===== config.mk =====
export PLATFORM = sky130hd
export DESIGN_NAME = hip_sr_top
export DESIGN_NICKNAME = d
export VERILOG_FILES = /design/src/hip_sr_pkg.sv /design/src/sr_ctrl_pkg.sv /design/src/async_capture_bit.sv /design/src/hip_async_capture.sv /design/src/sr_load_ctrl.sv /design/src/sr_serializer.sv /design/src/hip_sr_top.sv
export VERILOG_INCLUDE_DIRS = /design/src /design/src/src
export SDC_FILE = /design/constraint.sdc
export NUM_CORES = 1
export LEC_CHECK = 0
export BUFFER_PORTS_ARGS = -buffer_cell sky130_fd_sc_hd__buf_2
export CAP_MARGIN = 0
export CORE_MARGIN = 2
export CORE_UTILIZATION = 33
export CTS_CLUSTER_DIAMETER = 60
export DETAILED_ROUTE_END_ITERATION = 16
export PLACE_DENSITY = 0.59
export RECOVER_POWER = 100
export SYNTH_ARGS = -nofsm -noshare
export SYNTH_HDL_FRONTEND = slang
export SYNTH_SLANG_ARGS = --single-unit

===== constraint.sdc =====
create_clock -name tx_osc_clk -period 3.7 [get_ports tx_osc_clk]
set_clock_uncertainty 0.2 [all_clocks]
set_input_delay 0.555 -clock tx_osc_clk [delete_from_list [all_inputs] [get_ports tx_osc_clk]]
set_output_delay 0.555 -clock tx_osc_clk [all_outputs]
set_load 0.005 [all_outputs]

===== src/sr_cfg.svh =====
/* Build-time settings for the status capture side channel:
   synchronizer depth, group widths, slow-frame divider and frame gap */
`ifndef SR_CFG_SVH
`define SR_CFG_SVH

// Flip-flops in each bit synchronizer
`define SR_SYNC_STAGE 3

// Fast status group width
`define SR_FSR_W 4

// Slow status group width
`define SR_SSR_W 8

// Slow group goes out once every this many frames
`define SR_SSR_DIV 4

// Idle cycles after each frame
`define SR_GAP 3

`endif


===== src/hip_sr_pkg.sv =====
/* Status data types shared by capture, serializer and top */
`default_nettype none

`include "sr_cfg.svh"

package hip_sr_pkg;

  // Fast status group, sampled every frame
  typedef logic [`SR_FSR_W-1:0] fsr_t;

  // Slow status group, sampled in slow frames only
  typedef logic [`SR_SSR_W-1:0] ssr_t;

  // Both groups as seen at the hard IP boundary
  typedef struct packed {
    fsr_t fsr;
    ssr_t ssr;
  } hip_status_t;

endpackage

`default_nettype wire


===== src/sr_ctrl_pkg.sv =====
/* Control types for the frame sequencer: state enum, command to the
   serializer and configuration levels */
`default_nettype none

`include "sr_cfg.svh"

package sr_ctrl_pkg;

  // Frame sequencer states
  typedef enum logic [2:0] {
    IDLE,
    LOAD,
    LATCH,
    SHIFT_FSR,
    SHIFT_SSR,
    GAP
  } sr_state_e;

  // Per-cycle command to the serializer
  typedef struct packed {
    logic latch;
    logic shift;
    logic first;
    logic slow;
  } sr_cmd_t;

  // Static configuration levels
  typedef struct packed {
    logic [`SR_FSR_W-1:0] fsr_rst_val;
    logic                 enable;
  } sr_cfg_t;

endpackage

`default_nettype wire


===== src/async_capture_bit.sv =====
/* Single status bit: synchronizer chain plus load-sampled holding
   register, both with a selectable reset value */
`timescale 1ns/1ps
`default_nettype none

module async_capture_bit #(
  parameter int SYNC_STAGE = 3,
  parameter bit RESET_VAL  = 1'b0
) (
  input  wire  tx_osc_clk,
  input  wire  rst_n,
  input  wire  data_in,
  input  wire  load,
  output logic data_out
);

  logic [SYNC_STAGE-1:0] sync_q;

  // Synchronizer chain, data enters at bit 0
  always_ff @(posedge tx_osc_clk or negedge rst_n) begin
    if (!rst_n) begin
      sync_q <= {SYNC_STAGE{RESET_VAL}};
    end else begin
      sync_q <= {sync_q[SYNC_STAGE-2:0], data_in};
    end
  end

  // Holding register, updated only on load
  always_ff @(posedge tx_osc_clk or negedge rst_n) begin
    if (!rst_n) begin
      data_out <= RESET_VAL;
    end else if (load) begin
      data_out <= sync_q[SYNC_STAGE-1];
    end
  end

endmodule

`default_nettype wire


===== src/hip_async_capture.sv =====
/* Capture block for the fast and slow status groups; each fast bit is
   held twice and the configured reset value picks the copy */
`timescale 1ns/1ps
`default_nettype none

`include "sr_cfg.svh"

module hip_async_capture (
  input  wire                      tx_osc_clk,
  input  wire                      rst_n,
  input  hip_sr_pkg::hip_status_t  hip_status,
  input  wire  [`SR_FSR_W-1:0]     fsr_rst_val,
  input  wire                      fsr_load,
  input  wire                      ssr_load,
  output hip_sr_pkg::hip_status_t  captured
);

  wire [`SR_FSR_W-1:0] fsr_rst1;
  wire [`SR_FSR_W-1:0] fsr_rst0;
  wire [`SR_FSR_W-1:0] fsr_sel;
  wire [`SR_SSR_W-1:0] ssr_cap;

  // Fast group
  for (genvar i = 0; i < `SR_FSR_W; i++) begin : g_fsr
    async_capture_bit #(
      .SYNC_STAGE (`SR_SYNC_STAGE),
      .RESET_VAL  (1'b1)
    ) u_rst1 (
      .tx_osc_clk (tx_osc_clk),
      .rst_n      (rst_n),
      .data_in    (hip_status.fsr[i]),
      .load       (fsr_load),
      .data_out   (fsr_rst1[i])
    );

    async_capture_bit #(
      .SYNC_STAGE (`SR_SYNC_STAGE),
      .RESET_VAL  (1'b0)
    ) u_rst0 (
      .tx_osc_clk (tx_osc_clk),
      .rst_n      (rst_n),
      .data_in    (hip_status.fsr[i]),
      .load       (fsr_load),
      .data_out   (fsr_rst0[i])
    );

    // Copy whose reset value matches the configured one
    assign fsr_sel[i] = fsr_rst_val[i] ? fsr_rst1[i] : fsr_rst0[i];
  end

  // Slow group, always resets to zero
  for (genvar j = 0; j < `SR_SSR_W; j++) begin : g_ssr
    async_capture_bit #(
      .SYNC_STAGE (`SR_SYNC_STAGE),
      .RESET_VAL  (1'b0)
    ) u_cap (
      .tx_osc_clk (tx_osc_clk),
      .rst_n      (rst_n),
      .data_in    (hip_status.ssr[j]),
      .load       (ssr_load),
      .data_out   (ssr_cap[j])
    );
  end

  assign captured.fsr = fsr_sel;
  assign captured.ssr = ssr_cap;

endmodule

`default_nettype wire


===== src/sr_load_ctrl.sv =====
/* Frame sequencer: issues load strobes to the capture block and
   latch/shift commands to the serializer */
`timescale 1ns/1ps
`default_nettype none

`include "sr_cfg.svh"

module sr_load_ctrl (
  input  wire                   tx_osc_clk,
  input  wire                   rst_n,
  input  wire                   enable,
  output logic                  fsr_load,
  output logic                  ssr_load,
  output sr_ctrl_pkg::sr_cmd_t  cmd
);

  // Counter must reach the longest of shift and gap phases
  localparam int CNT_A = (`SR_FSR_W > `SR_SSR_W) ? `SR_FSR_W : `SR_SSR_W;
  localparam int CNT_N = (CNT_A > `SR_GAP) ? CNT_A : `SR_GAP;
  localparam int CNT_W = (CNT_N > 1) ? $clog2(CNT_N) : 1;
  localparam int FRM_W = (`SR_SSR_DIV > 1) ? $clog2(`SR_SSR_DIV) : 1;

  sr_ctrl_pkg::sr_state_e state_q;
  sr_ctrl_pkg::sr_state_e state_d;
  logic [CNT_W-1:0]       bit_cnt_q;
  logic [FRM_W-1:0]       frm_cnt_q;
  logic                   slow_frame;
  logic                   counting;

  assign slow_frame = (frm_cnt_q == '0);

  // Only the shift and gap phases use the bit counter
  assign counting = (state_q == sr_ctrl_pkg::SHIFT_FSR) ||
                    (state_q == sr_ctrl_pkg::SHIFT_SSR) ||
                    (state_q == sr_ctrl_pkg::GAP);

  always_comb begin
    state_d = state_q;
    case (state_q)
      sr_ctrl_pkg::IDLE: begin
        if (enable) begin
          state_d = sr_ctrl_pkg::LOAD;
        end
      end
      sr_ctrl_pkg::LOAD:  state_d = sr_ctrl_pkg::LATCH;
      sr_ctrl_pkg::LATCH: state_d = sr_ctrl_pkg::SHIFT_FSR;
      sr_ctrl_pkg::SHIFT_FSR: begin
        if (bit_cnt_q == CNT_W'(`SR_FSR_W - 1)) begin
          state_d = slow_frame ? sr_ctrl_pkg::SHIFT_SSR : sr_ctrl_pkg::GAP;
        end
      end
      sr_ctrl_pkg::SHIFT_SSR: begin
        if (bit_cnt_q == CNT_W'(`SR_SSR_W - 1)) begin
          state_d = sr_ctrl_pkg::GAP;
        end
      end
      sr_ctrl_pkg::GAP: begin
        // Enable is only looked at here, so a running frame completes
        if (bit_cnt_q == CNT_W'(`SR_GAP - 1)) begin
          state_d = enable ? sr_ctrl_pkg::LOAD : sr_ctrl_pkg::IDLE;
        end
      end
      default: state_d = sr_ctrl_pkg::IDLE;
    endcase
  end

  always_ff @(posedge tx_osc_clk or negedge rst_n) begin
    if (!rst_n) begin
      state_q   <= sr_ctrl_pkg::IDLE;
      bit_cnt_q <= '0;
      frm_cnt_q <= '0;
    end else begin
      state_q <= state_d;
      if (!counting || state_d != state_q) begin
        bit_cnt_q <= '0;
      end else begin
        bit_cnt_q <= bit_cnt_q + 1'b1;
      end
      // Restart at a slow frame whenever the sequencer idles
      if (state_q == sr_ctrl_pkg::IDLE) begin
        frm_cnt_q <= '0;
      end else if (state_q != sr_ctrl_pkg::GAP && state_d == sr_ctrl_pkg::GAP) begin
        frm_cnt_q <= (frm_cnt_q == FRM_W'(`SR_SSR_DIV - 1)) ? '0 : frm_cnt_q + 1'b1;
      end
    end
  end

  assign fsr_load  = (state_q == sr_ctrl_pkg::LOAD);
  assign ssr_load  = (state_q == sr_ctrl_pkg::LOAD) && slow_frame;
  assign cmd.latch = (state_q == sr_ctrl_pkg::LATCH);
  assign cmd.shift = (state_q == sr_ctrl_pkg::SHIFT_FSR) ||
                     (state_q == sr_ctrl_pkg::SHIFT_SSR);
  assign cmd.first = (state_q == sr_ctrl_pkg::SHIFT_FSR) && (bit_cnt_q == '0);
  assign cmd.slow  = (state_q == sr_ctrl_pkg::SHIFT_SSR);

endmodule

`default_nettype wire


===== src/sr_serializer.sv =====
/* Serializer: latches the captured groups into shift registers and
   sends them LSB first with frame and slow markers */
`timescale 1ns/1ps
`default_nettype none

module sr_serializer (
  input  wire                      tx_osc_clk,
  input  wire                      rst_n,
  input  hip_sr_pkg::hip_status_t  captured,
  input  sr_ctrl_pkg::sr_cmd_t     cmd,
  output logic                     sr_data,
  output logic                     sr_valid,
  output logic                     sr_frame,
  output logic                     sr_slow
);

  hip_sr_pkg::fsr_t fsr_sh;
  hip_sr_pkg::ssr_t ssr_sh;

  // Shift registers for both groups
  always_ff @(posedge tx_osc_clk or negedge rst_n) begin
    if (!rst_n) begin
      fsr_sh <= '0;
      ssr_sh <= '0;
    end else if (cmd.latch) begin
      fsr_sh <= captured.fsr;
      ssr_sh <= captured.ssr;
    end else if (cmd.shift) begin
      if (cmd.slow) begin
        ssr_sh <= ssr_sh >> 1;
      end else begin
        fsr_sh <= fsr_sh >> 1;
      end
    end
  end

  // Output bit and markers one cycle behind the command
  always_ff @(posedge tx_osc_clk or negedge rst_n) begin
    if (!rst_n) begin
      sr_data  <= 1'b0;
      sr_valid <= 1'b0;
      sr_frame <= 1'b0;
      sr_slow  <= 1'b0;
    end else begin
      sr_valid <= cmd.shift;
      sr_frame <= cmd.shift & cmd.first;
      sr_slow  <= cmd.shift & cmd.slow;
      if (cmd.shift) begin
        sr_data <= cmd.slow ? ssr_sh[0] : fsr_sh[0];
      end
    end
  end

endmodule

`default_nettype wire


===== src/hip_sr_top.sv =====
/* Status side channel top: sequencer, capture block and serializer */
`timescale 1ns/1ps
`default_nettype none

module hip_sr_top (
  input  wire                      tx_osc_clk,
  input  wire                      rst_n,
  input  hip_sr_pkg::hip_status_t  hip_status,
  input  sr_ctrl_pkg::sr_cfg_t     cfg,
  output hip_sr_pkg::hip_status_t  status_out,
  output logic                     sr_data,
  output logic                     sr_valid,
  output logic                     sr_frame,
  output logic                     sr_slow
);

  logic                 fsr_load;
  logic                 ssr_load;
  sr_ctrl_pkg::sr_cmd_t cmd;

  sr_load_ctrl u_ctrl (
    .tx_osc_clk (tx_osc_clk),
    .rst_n      (rst_n),
    .enable     (cfg.enable),
    .fsr_load   (fsr_load),
    .ssr_load   (ssr_load),
    .cmd        (cmd)
  );

  // Captured groups also leave the top as status_out
  hip_async_capture u_capture (
    .tx_osc_clk  (tx_osc_clk),
    .rst_n       (rst_n),
    .hip_status  (hip_status),
    .fsr_rst_val (cfg.fsr_rst_val),
    .fsr_load    (fsr_load),
    .ssr_load    (ssr_load),
    .captured    (status_out)
  );

  sr_serializer u_serializer (
    .tx_osc_clk (tx_osc_clk),
    .rst_n      (rst_n),
    .captured   (status_out),
    .cmd        (cmd),
    .sr_data    (sr_data),
    .sr_valid   (sr_valid),
    .sr_frame   (sr_frame),
    .sr_slow    (sr_slow)
  );

endmodule

`default_nettype wire


==> summary.md, run 1 <==
| Metric | Value |
|---|---|
| Drt wl/cell | `12.5 um` |
| Slew Viols, Final | `89` |
| Hold WS | `0.0885 ns` |
| Post-cts sizing count | `0` |
| Hold path start | `hip_status[10]` |
| Required @ worst endpoint | `3.73 ns` |
| GRT Total Usage | `10.9%` |
| Core footprint | `9590 um2` |
| Die X-Extent | `103 um` |
| Crit. End Element | `flop` |
| Setup TNS | `0 ns` |
| Max_cap viols | `1` |
| I/O pins | `35` |
| Final setup viols | `0` |
| Initial antenna violation count | `0` |
| RSZ-0062 raised after global routing | `no` |
| Grt ovf | `0` |
| Root Buffer | `clkbuf_8` |
| Final instance area | `3560 um2` |
| Total number of yosys warnings | `0` |
| Max IR drop VDD | `0.379 mV` |
| Slew @ Worst Pin | `2.08 ns` |
| Worst path max stage delay | `1.04 ns` |
| Final hold vios | `0` |
| Worst-path clk slew | `0.09 ns` |
| Failing checks | `max-capacitance violations, max-slew violations` |
| Starting Density | `33.5%` |
| CTS Buffer Depth | `2` |
| Share of cells above drive strength 1 | `25.4%` |
| Reg-to-Reg End | `u_capture.g_ssr[5].u_cap.data_out` |
| Initial detailed-routing violation count | `109` |
| CP Max Fanout | `33` |
| Reg2reg path depth | `4` |
| Number of inserted diodes | `0` |
| Commonest non-fill, non-tap cell in the layout | `dfrtp_1` |
| R2R setup slack | `0.98 ns` |
| Hold endpoint | `u_capture.g_fsr[2].u_rst1.sync_q[0]` |
| Cell variety after synth | `43` |
| Cells after Synth | `222` |
| Hold WC Path Type | `input port to flop` |
| DRC violations left | `0` |
| Main area contributors after synthesis | `dfrtp_1 56%, dfstp_2 13%, mux2_2 4.2%` |
| Asr flop ratio synth | `100%` |
| Minimum clock period | `2.72 ns` |
| Post-synth top flop | `dfrtp_1` |
| Delay-heaviest family, CP | `simple AND/OR/NAND/NOR gates` |
| Die Area | `10500 um2` |
| Crit start category | `flop` |
| ANT nets after route | `0` |
| Synth Cell Area | `3220 um2` |
| Hold Buf Count CTS | `0` |
| Crit path from | `u_ctrl.state_q[0]` |
| Global-route wire length before repair | `8.62 mm` |
| Reg2reg start | `u_ctrl.state_q[0]` |
| Mapped Nets | `248` |
| CTS buffer count | `9` |
| Highest-count cells in the layout ignoring fill and taps | `72 x dfrtp_1, 19 x buf_2, 17 x nand2_1` |
| Vias in the first global route | `1769` |
| DR pass1 iterations | `4` |
| Final core utilization | `37.2%` |
| Rel. slew slack | `-38.8%` |
| Worst path arrival time | `2.75 ns` |
| Share of the synthesized area in the top cell type | `56.0%` |
| Post-synth top area cell | `dfrtp_1` |
| Bufs and invs on worst path | `1` |
| Mapped Avg Cell Area | `14.5 um2` |
| EDFF count, synth | `0` |
| Htree depth | `3` |
| Num rows | `36` |
| Final wirelength | `4.86 mm` |
| Filler cells | `937` |
| GP Congestion | `0.717` |
| Peak Freq | `0.368 GHz` |
| Largest net degree at the start of global routing | `89` |
| Area grow syn2layout | `10.9%` |
| Clock latency on the worst-skew pair | `0.35 ns` |
| Hold depth | `1` |
| CTS tree | `built` |
| Clock tree sinks | `88` |
| Outcome | `finished with violations` |
| Total number of vias | `1699` |
| Pwr/cell area | `745 nW/um2` |
| Synthesized flop and latch total | `88` |
| Area of the multi-input gates | `782 um2` |
| HPWL Detailed | `3.09 mm` |
| Crit share post-route | `73.4%` |
| Seq/Total Area, Yosys | `69.1%` |
| # Post-CTS Setup Buffers | `0` |
| I/O Buffers | `34` |
| LEAKAGE | `0.00159 uW` |
| Vias/cell | `4.37` |
| Worst path cell trace | `buf_4 -> nor3b_1 -> and2_4 -> mux2_1` |
| Power, Total | `2660 uW` |
| Slowest cell on crit path | `nor3b_1` |
| Die height | `103 um` |
| Nets | `277` |
| Storage element area | `2220 um2` |
| Kind of critical path | `flop to flop` |
| Area post-placement | `3440 um2` |
==> report_power, final <==
group	total, uW	switching (uW)	internal (uW)
combinational	648	342	307
sequential	1340	142	1200
clock	665	346	319
==> state kept, by name (all words and copies together), names as in the netlist, 4 cells and up <==
register and cells:
u_capture.g_fsr.u_rst0.data_out 4, u_capture.g_fsr.u_rst0.sync_q 12, u_capture.g_fsr.u_rst1.data_out 4, u_capture.g_fsr.u_rst1.sync_q 12
u_capture.g_ssr.u_cap.data_out 8, u_capture.g_ssr.u_cap.sync_q 24, u_serializer.fsr_sh 4, u_serializer.ssr_sh 8
==> cell usage after synthesis (2+ instances only) <==
library cell and n:
ha_1 7, nor2b_1 2, nor2_1 7, nand2b_1 4, a31oi_1 2, a21oi_1 6
dfstp_2 16, nand2_1 17, mux2_4 8, buf_4 9, a22oi_1 6, buf_2 4
o22ai_1 2, o211ai_1 3, o21ai_0 13, inv_1 7, dfrtp_1 72, mux2_2 12
==> worst max-delay path by stage <==
stage / to / slack (ns) / cells after the start
after global placement: u_capture.g_ssr[3].u_cap.data_out / 1.60 / 4
after CTS: u_capture.g_ssr[5].u_cap.data_out / 1.57 / 4
final: u_capture.g_ssr[5].u_cap.data_out / 0.98 / 4
after floorplan: u_ctrl.frm_cnt_q[0] / 1.86 / 6
after global routing: u_capture.g_ssr[5].u_cap.data_out / 0.74 / 4
after detailed placement: u_capture.g_ssr[4].u_cap.data_out / 1.58 / 4
==> final cells by class <==
class	instances	area share, %
multi-input cells	109	21.9
flip-flops and latches	88	62.3
repair buffers	35	4.49
clock buffers	9	3.47
clock inverters	7	2.25
well taps	133	4.67
inverters	8	0.842
==> kinds of logic after synthesis <==
group / share of synthesized area [%]
AOI/OAI and AO/OA: 7.90
DFF: 69.1
adders and majority gates: 2.72
buffers and inverters: 4.71
muxes: 7.94
and+or+nand+nor: 7.63
==> per-stage QoR <==
stage          cells  setup WS [ns]
2_1_floorplan    222           1.86
3_3_place_gp     373           1.60
3_5_place_dp     373           1.58
4_1_cts          389           1.57
5_1_grt          389          0.741
6_report         389          0.984
==> worst register-to-register path: cells and delay by family (launching register included) <==
kind                   cells  cell delay, ns
muxes                      1            0.35
and+or+nand+nor            2            1.42
buffers and inverters      1            0.29
DFF                        1            0.34
==> per-layer routing <==
metal	routed length (um)	up-vias	share of wire (%)	GRT usage, %
li1	-	801	-	-
met1	2310	846	47	14.1
met2	2200	41	45	16.0
met3	217	11	4.5	3.05
met4	137	0	2.8	6.97
met5	0	-	0	0
No activity file was read; power rests on OpenSTA's default activity.
==> run 2, diff against run 1 <==
Settings changed: ABC_AREA from default to 1.
Clock period 3.7 ns to 2.52 ns, I/O delays scaled along.
==> summary.md, run 2 <==
| Metric | Value |
|---|---|
| GR Util met2 | `15.3% (-0.71 points)` |
| Largest registers | `u_capture.g_ssr.u_cap.sync_q (24), u_capture.g_fsr.u_rst0.sync_q (12), u_capture.g_fsr.u_rst1.sync_q (12)` |
| Synthesized flop and latch total | `88 (unchanged)` |
| Htree depth | `3 (unchanged)` |
| Reg-to-Reg End | `u_serializer.ssr_sh[6]` |
| Commonest non-fill, non-tap cell in the layout | `dfrtp_1` |
| Initial antenna violation count | `0 (unchanged)` |
| Rel. slew slack | `41.9% (+81 points)` |
| Crit share post-route | `78.0% (+4.6 points)` |
| Vias in the first global route | `1731 (-2.1%)` |
| Met1 GRT Util | `13.9% (-0.23 points)` |
| Area grow syn2layout | `17.4%` |
| Area of the multi-input gates | `673 um2 (-14%)` |
| Die X-Extent | `101 um (-2.0%)` |
| Global-route wire length before repair | `8.18 mm (-5.1%)` |
| EDFF count, synth | `0 (unchanged)` |
| Outcome | `finished, final reports clean` |
| Mapped Nets | `273 (+10%)` |
| Peak Freq | `0.509 GHz (+38%)` |
| Filler cells | `881 (-6.0%)` |
| Cell variety after synth | `24 (-44%)` |
| Root Buffer | `clkbuf_8` |
| Storage element area | `2220 um2 (unchanged)` |
| R2R setup slack | `0.55 ns (-0.43 ns)` |
| LEAKAGE | `0.00170 uW (+7.3%)` |
| Clock latency on the worst-skew pair | `0.35 ns (about the same)` |
| Non-Filler Instances | `413 (+6.2%)` |
| Nets | `323 (+17%)` |
| Largest net degree at the start of global routing | `69 (-22%)` |
| Grt ovf | `0 (unchanged)` |
| RSZ-0062 raised after global routing | `no` |
| Met3 Usage GRT | `3.26% (+0.21 points)` |
| Slew @ Worst Pin | `0.872 ns (-1.21 ns)` |
| Pwr/cell area | `1060 nW/um2 (+42%)` |
| Minimum clock period | `1.97 ns (-0.750 ns)` |
| Post-synth top cells | `72 x dfrtp_1, 35 x nand2_1, 23 x inv_1` |
| Required @ worst endpoint | `2.55 ns (-1.18 ns)` |
| Kind of critical path | `flop to flop` |
| Max IR drop VDD | `0.348 mV (-8.1%)` |
| Drt wl/cell | `11.4 um (-8.7%)` |
| Total number of yosys warnings | `0 (unchanged)` |
| Post-synth top flop | `dfrtp_1` |
| Hold WC Path Type | `flop to flop` |
| Die height | `101 um (-2.0%)` |
| Final wirelength | `4.71 mm (-3.1%)` |
| Die Area | `10100 um2 (-4.0%)` |
| CP Max Fanout | `9 (-73%)` |
| Cells after Synth | `247 (+11%)` |
| Crit path from | `u_ctrl.state_q[0]` |
| Core footprint | `9150 um2 (-4.6%)` |
| Placed cells | `384 (+2.9%)` |
| Final core utilization | `39.5% (+2.4 points)` |
| Top-count cell post-synth | `dfrtp_1` |
| Final setup viols | `0 (unchanged)` |
| Seq/Total Area, Yosys | `72.1% (+3.0 points)` |
| Setup TNS | `0 ns (unchanged)` |
| Worst-path clk slew | `0.09 ns (about the same)` |
| DRC violations left | `0 (unchanged)` |
| Highest-count cells in the layout ignoring fill and taps | `72 x dfrtp_1, 36 x nand2_1, 26 x inv_1` |
| Biggest register | `u_capture.g_ssr.u_cap.sync_q` |
| DR pass1 iterations | `4 (unchanged)` |
| Reg2reg path depth | `7 (+3)` |
| Slew Viols, Final | `0 (-100%)` |
| Clock tree sinks | `88 (unchanged)` |
| Synth Cell Area | `3080 um2 (-4.1%)` |
| CTS tree | `built` |
| I/O Buffers | `34 (unchanged)` |
| Asr flop ratio synth | `100% (unchanged)` |
| Total number of vias | `1801 (+6.0%)` |
| GP Congestion | `0.722 (+0.67%)` |
| End of the critical path | `u_serializer.ssr_sh[6]` |
| Largest register FFs | `24 (unchanged)` |
| Post-synth top area cell | `dfrtp_1` |
| Initial detailed-routing violation count | `88 (-19%)` |
| Crit. End Element | `flop` |
| Max_cap viols | `0 (-1)` |
| Share of the synthesized area in the top cell type | `58.4% (+2.4 points)` |
| I/O pins | `35 (unchanged)` |
| Reg2reg start | `u_ctrl.state_q[0]` |
| Share of cells above drive strength 1 | `21.9% (-3.5 points)` |
| HPWL Detailed | `3.12 mm (+0.99%)` |
| Vias/cell | `4.36 (-0.16%)` |
| Crit start category | `flop` |
| Grt peak-use layer | `met2` |
| Num rows | `35 (-2.8%)` |
| CTS buffer count | `9 (unchanged)` |
| Worst path arrival time | `2.00 ns (-0.75 ns)` |
| CTS Buffer Depth | `2 (unchanged)` |
| Final hold vios | `0 (unchanged)` |
| Number of inserted diodes | `0 (unchanged)` |
| GRT Total Usage | `10.6% (-0.23 points)` |
| # Post-CTS Setup Buffers | `0 (unchanged)` |
| Starting Density | `33.7% (+0.17 points)` |
| Main area contributors after synthesis | `dfrtp_1 58%, dfstp_2 14%, nand2_1 4.3%` |
| ANT nets after route | `0 (unchanged)` |
| Mapped Avg Cell Area | `12.5 um2 (-14%)` |
## run 2: how the worst min path moves through the flow
| stage | slack (ns) | depth (start not counted) | startpoint | endpoint |
|---|---|---|---|---|
| finish | 0.15 | 0 | u_capture.g_fsr[3].u_rst0.sync_q[1] | u_capture.g_fsr[3].u_rst0.sync_q[2] |
| global route | 0.16 | 0 | u_capture.g_fsr[1].u_rst0.sync_q[1] | u_capture.g_fsr[1].u_rst0.sync_q[2] |
| CTS | 0.13 | 3 | cfg[0] | u_ctrl.state_q[0] |
| detailed placement | 0.09 | 1 | rst_n | u_capture.g_ssr[3].u_cap.sync_q[2] |
| global placement | 0.09 | 1 | rst_n | u_capture.g_ssr[3].u_cap.sync_q[2] |
| floorplan | -0.12 | 0 | rst_n | u_capture.g_fsr[0].u_rst0.data_out |
## run 2: final cells by class
type / instances / area share (%)
Sequential cell: 88 / 61.4
Clock inverter: 7 / 1.52
Clock buffer: 9 / 3.42
Inverter: 28 / 2.90
Timing Repair Buffer: 49 / 8.30
Tap cell: 111 / 3.84
Multi-Input combinational cell: 121 / 18.6
## run 2: logic make-up after synthesis
group / Yosys count / synth area share (%)
flops: 88 / 72.1
simple gates: 73 / 9.94
buf+inv: 38 / 5.68
compound gates: 30 / 5.44
mux: 11 / 4.02
fa+ha+maj: 7 / 2.84
## run 2: power breakdown
group,switching [uW],total (uW),internal [uW]
clock network,501,867,366
logic,581,1000,419
registers,180,1960,1780
total,1260,3820,2560
## run 2: critical path, cell delays in order, from the launching register on
cell     delay (ns)
dfrtp_1        0.47
nor2_1         0.11
nand2_1        0.21
inv_1          0.20
nor2_1         0.37
inv_2          0.09
o22ai_1        0.13
a21oi_1        0.06
## run 2: metal layers
layer	vias to the layer above	part of all wire (%)
met3	9	4.5
met4	0	2.8
met2	27	46
met1	879	47
li1	886	-
met5	-	0
## run 2: what timing repair did
action / 4_1_cts / 5_1_grt
hold buffers: 13 / 0
resized for setup: 0 / 0
hold endpoints to repair: 36 / 0
## run 2: stage by stage
step / area (um2) / hold slack, ns / power (uW) / worst slack [ns]
6_report: 3620 / 0.147 / 3820 / 0.555
5_1_grt: 3620 / 0.161 / 4150 / 0.396
4_1_cts: 3660 / 0.132 / 3920 / 0.657
3_5_place_dp: 3350 / 0.0942 / 3020 / 0.796
3_3_place_gp: 3350 / 0.0929 / 2990 / 0.830
2_1_floorplan: 3080 / -0.118 / 2730 / 0.926
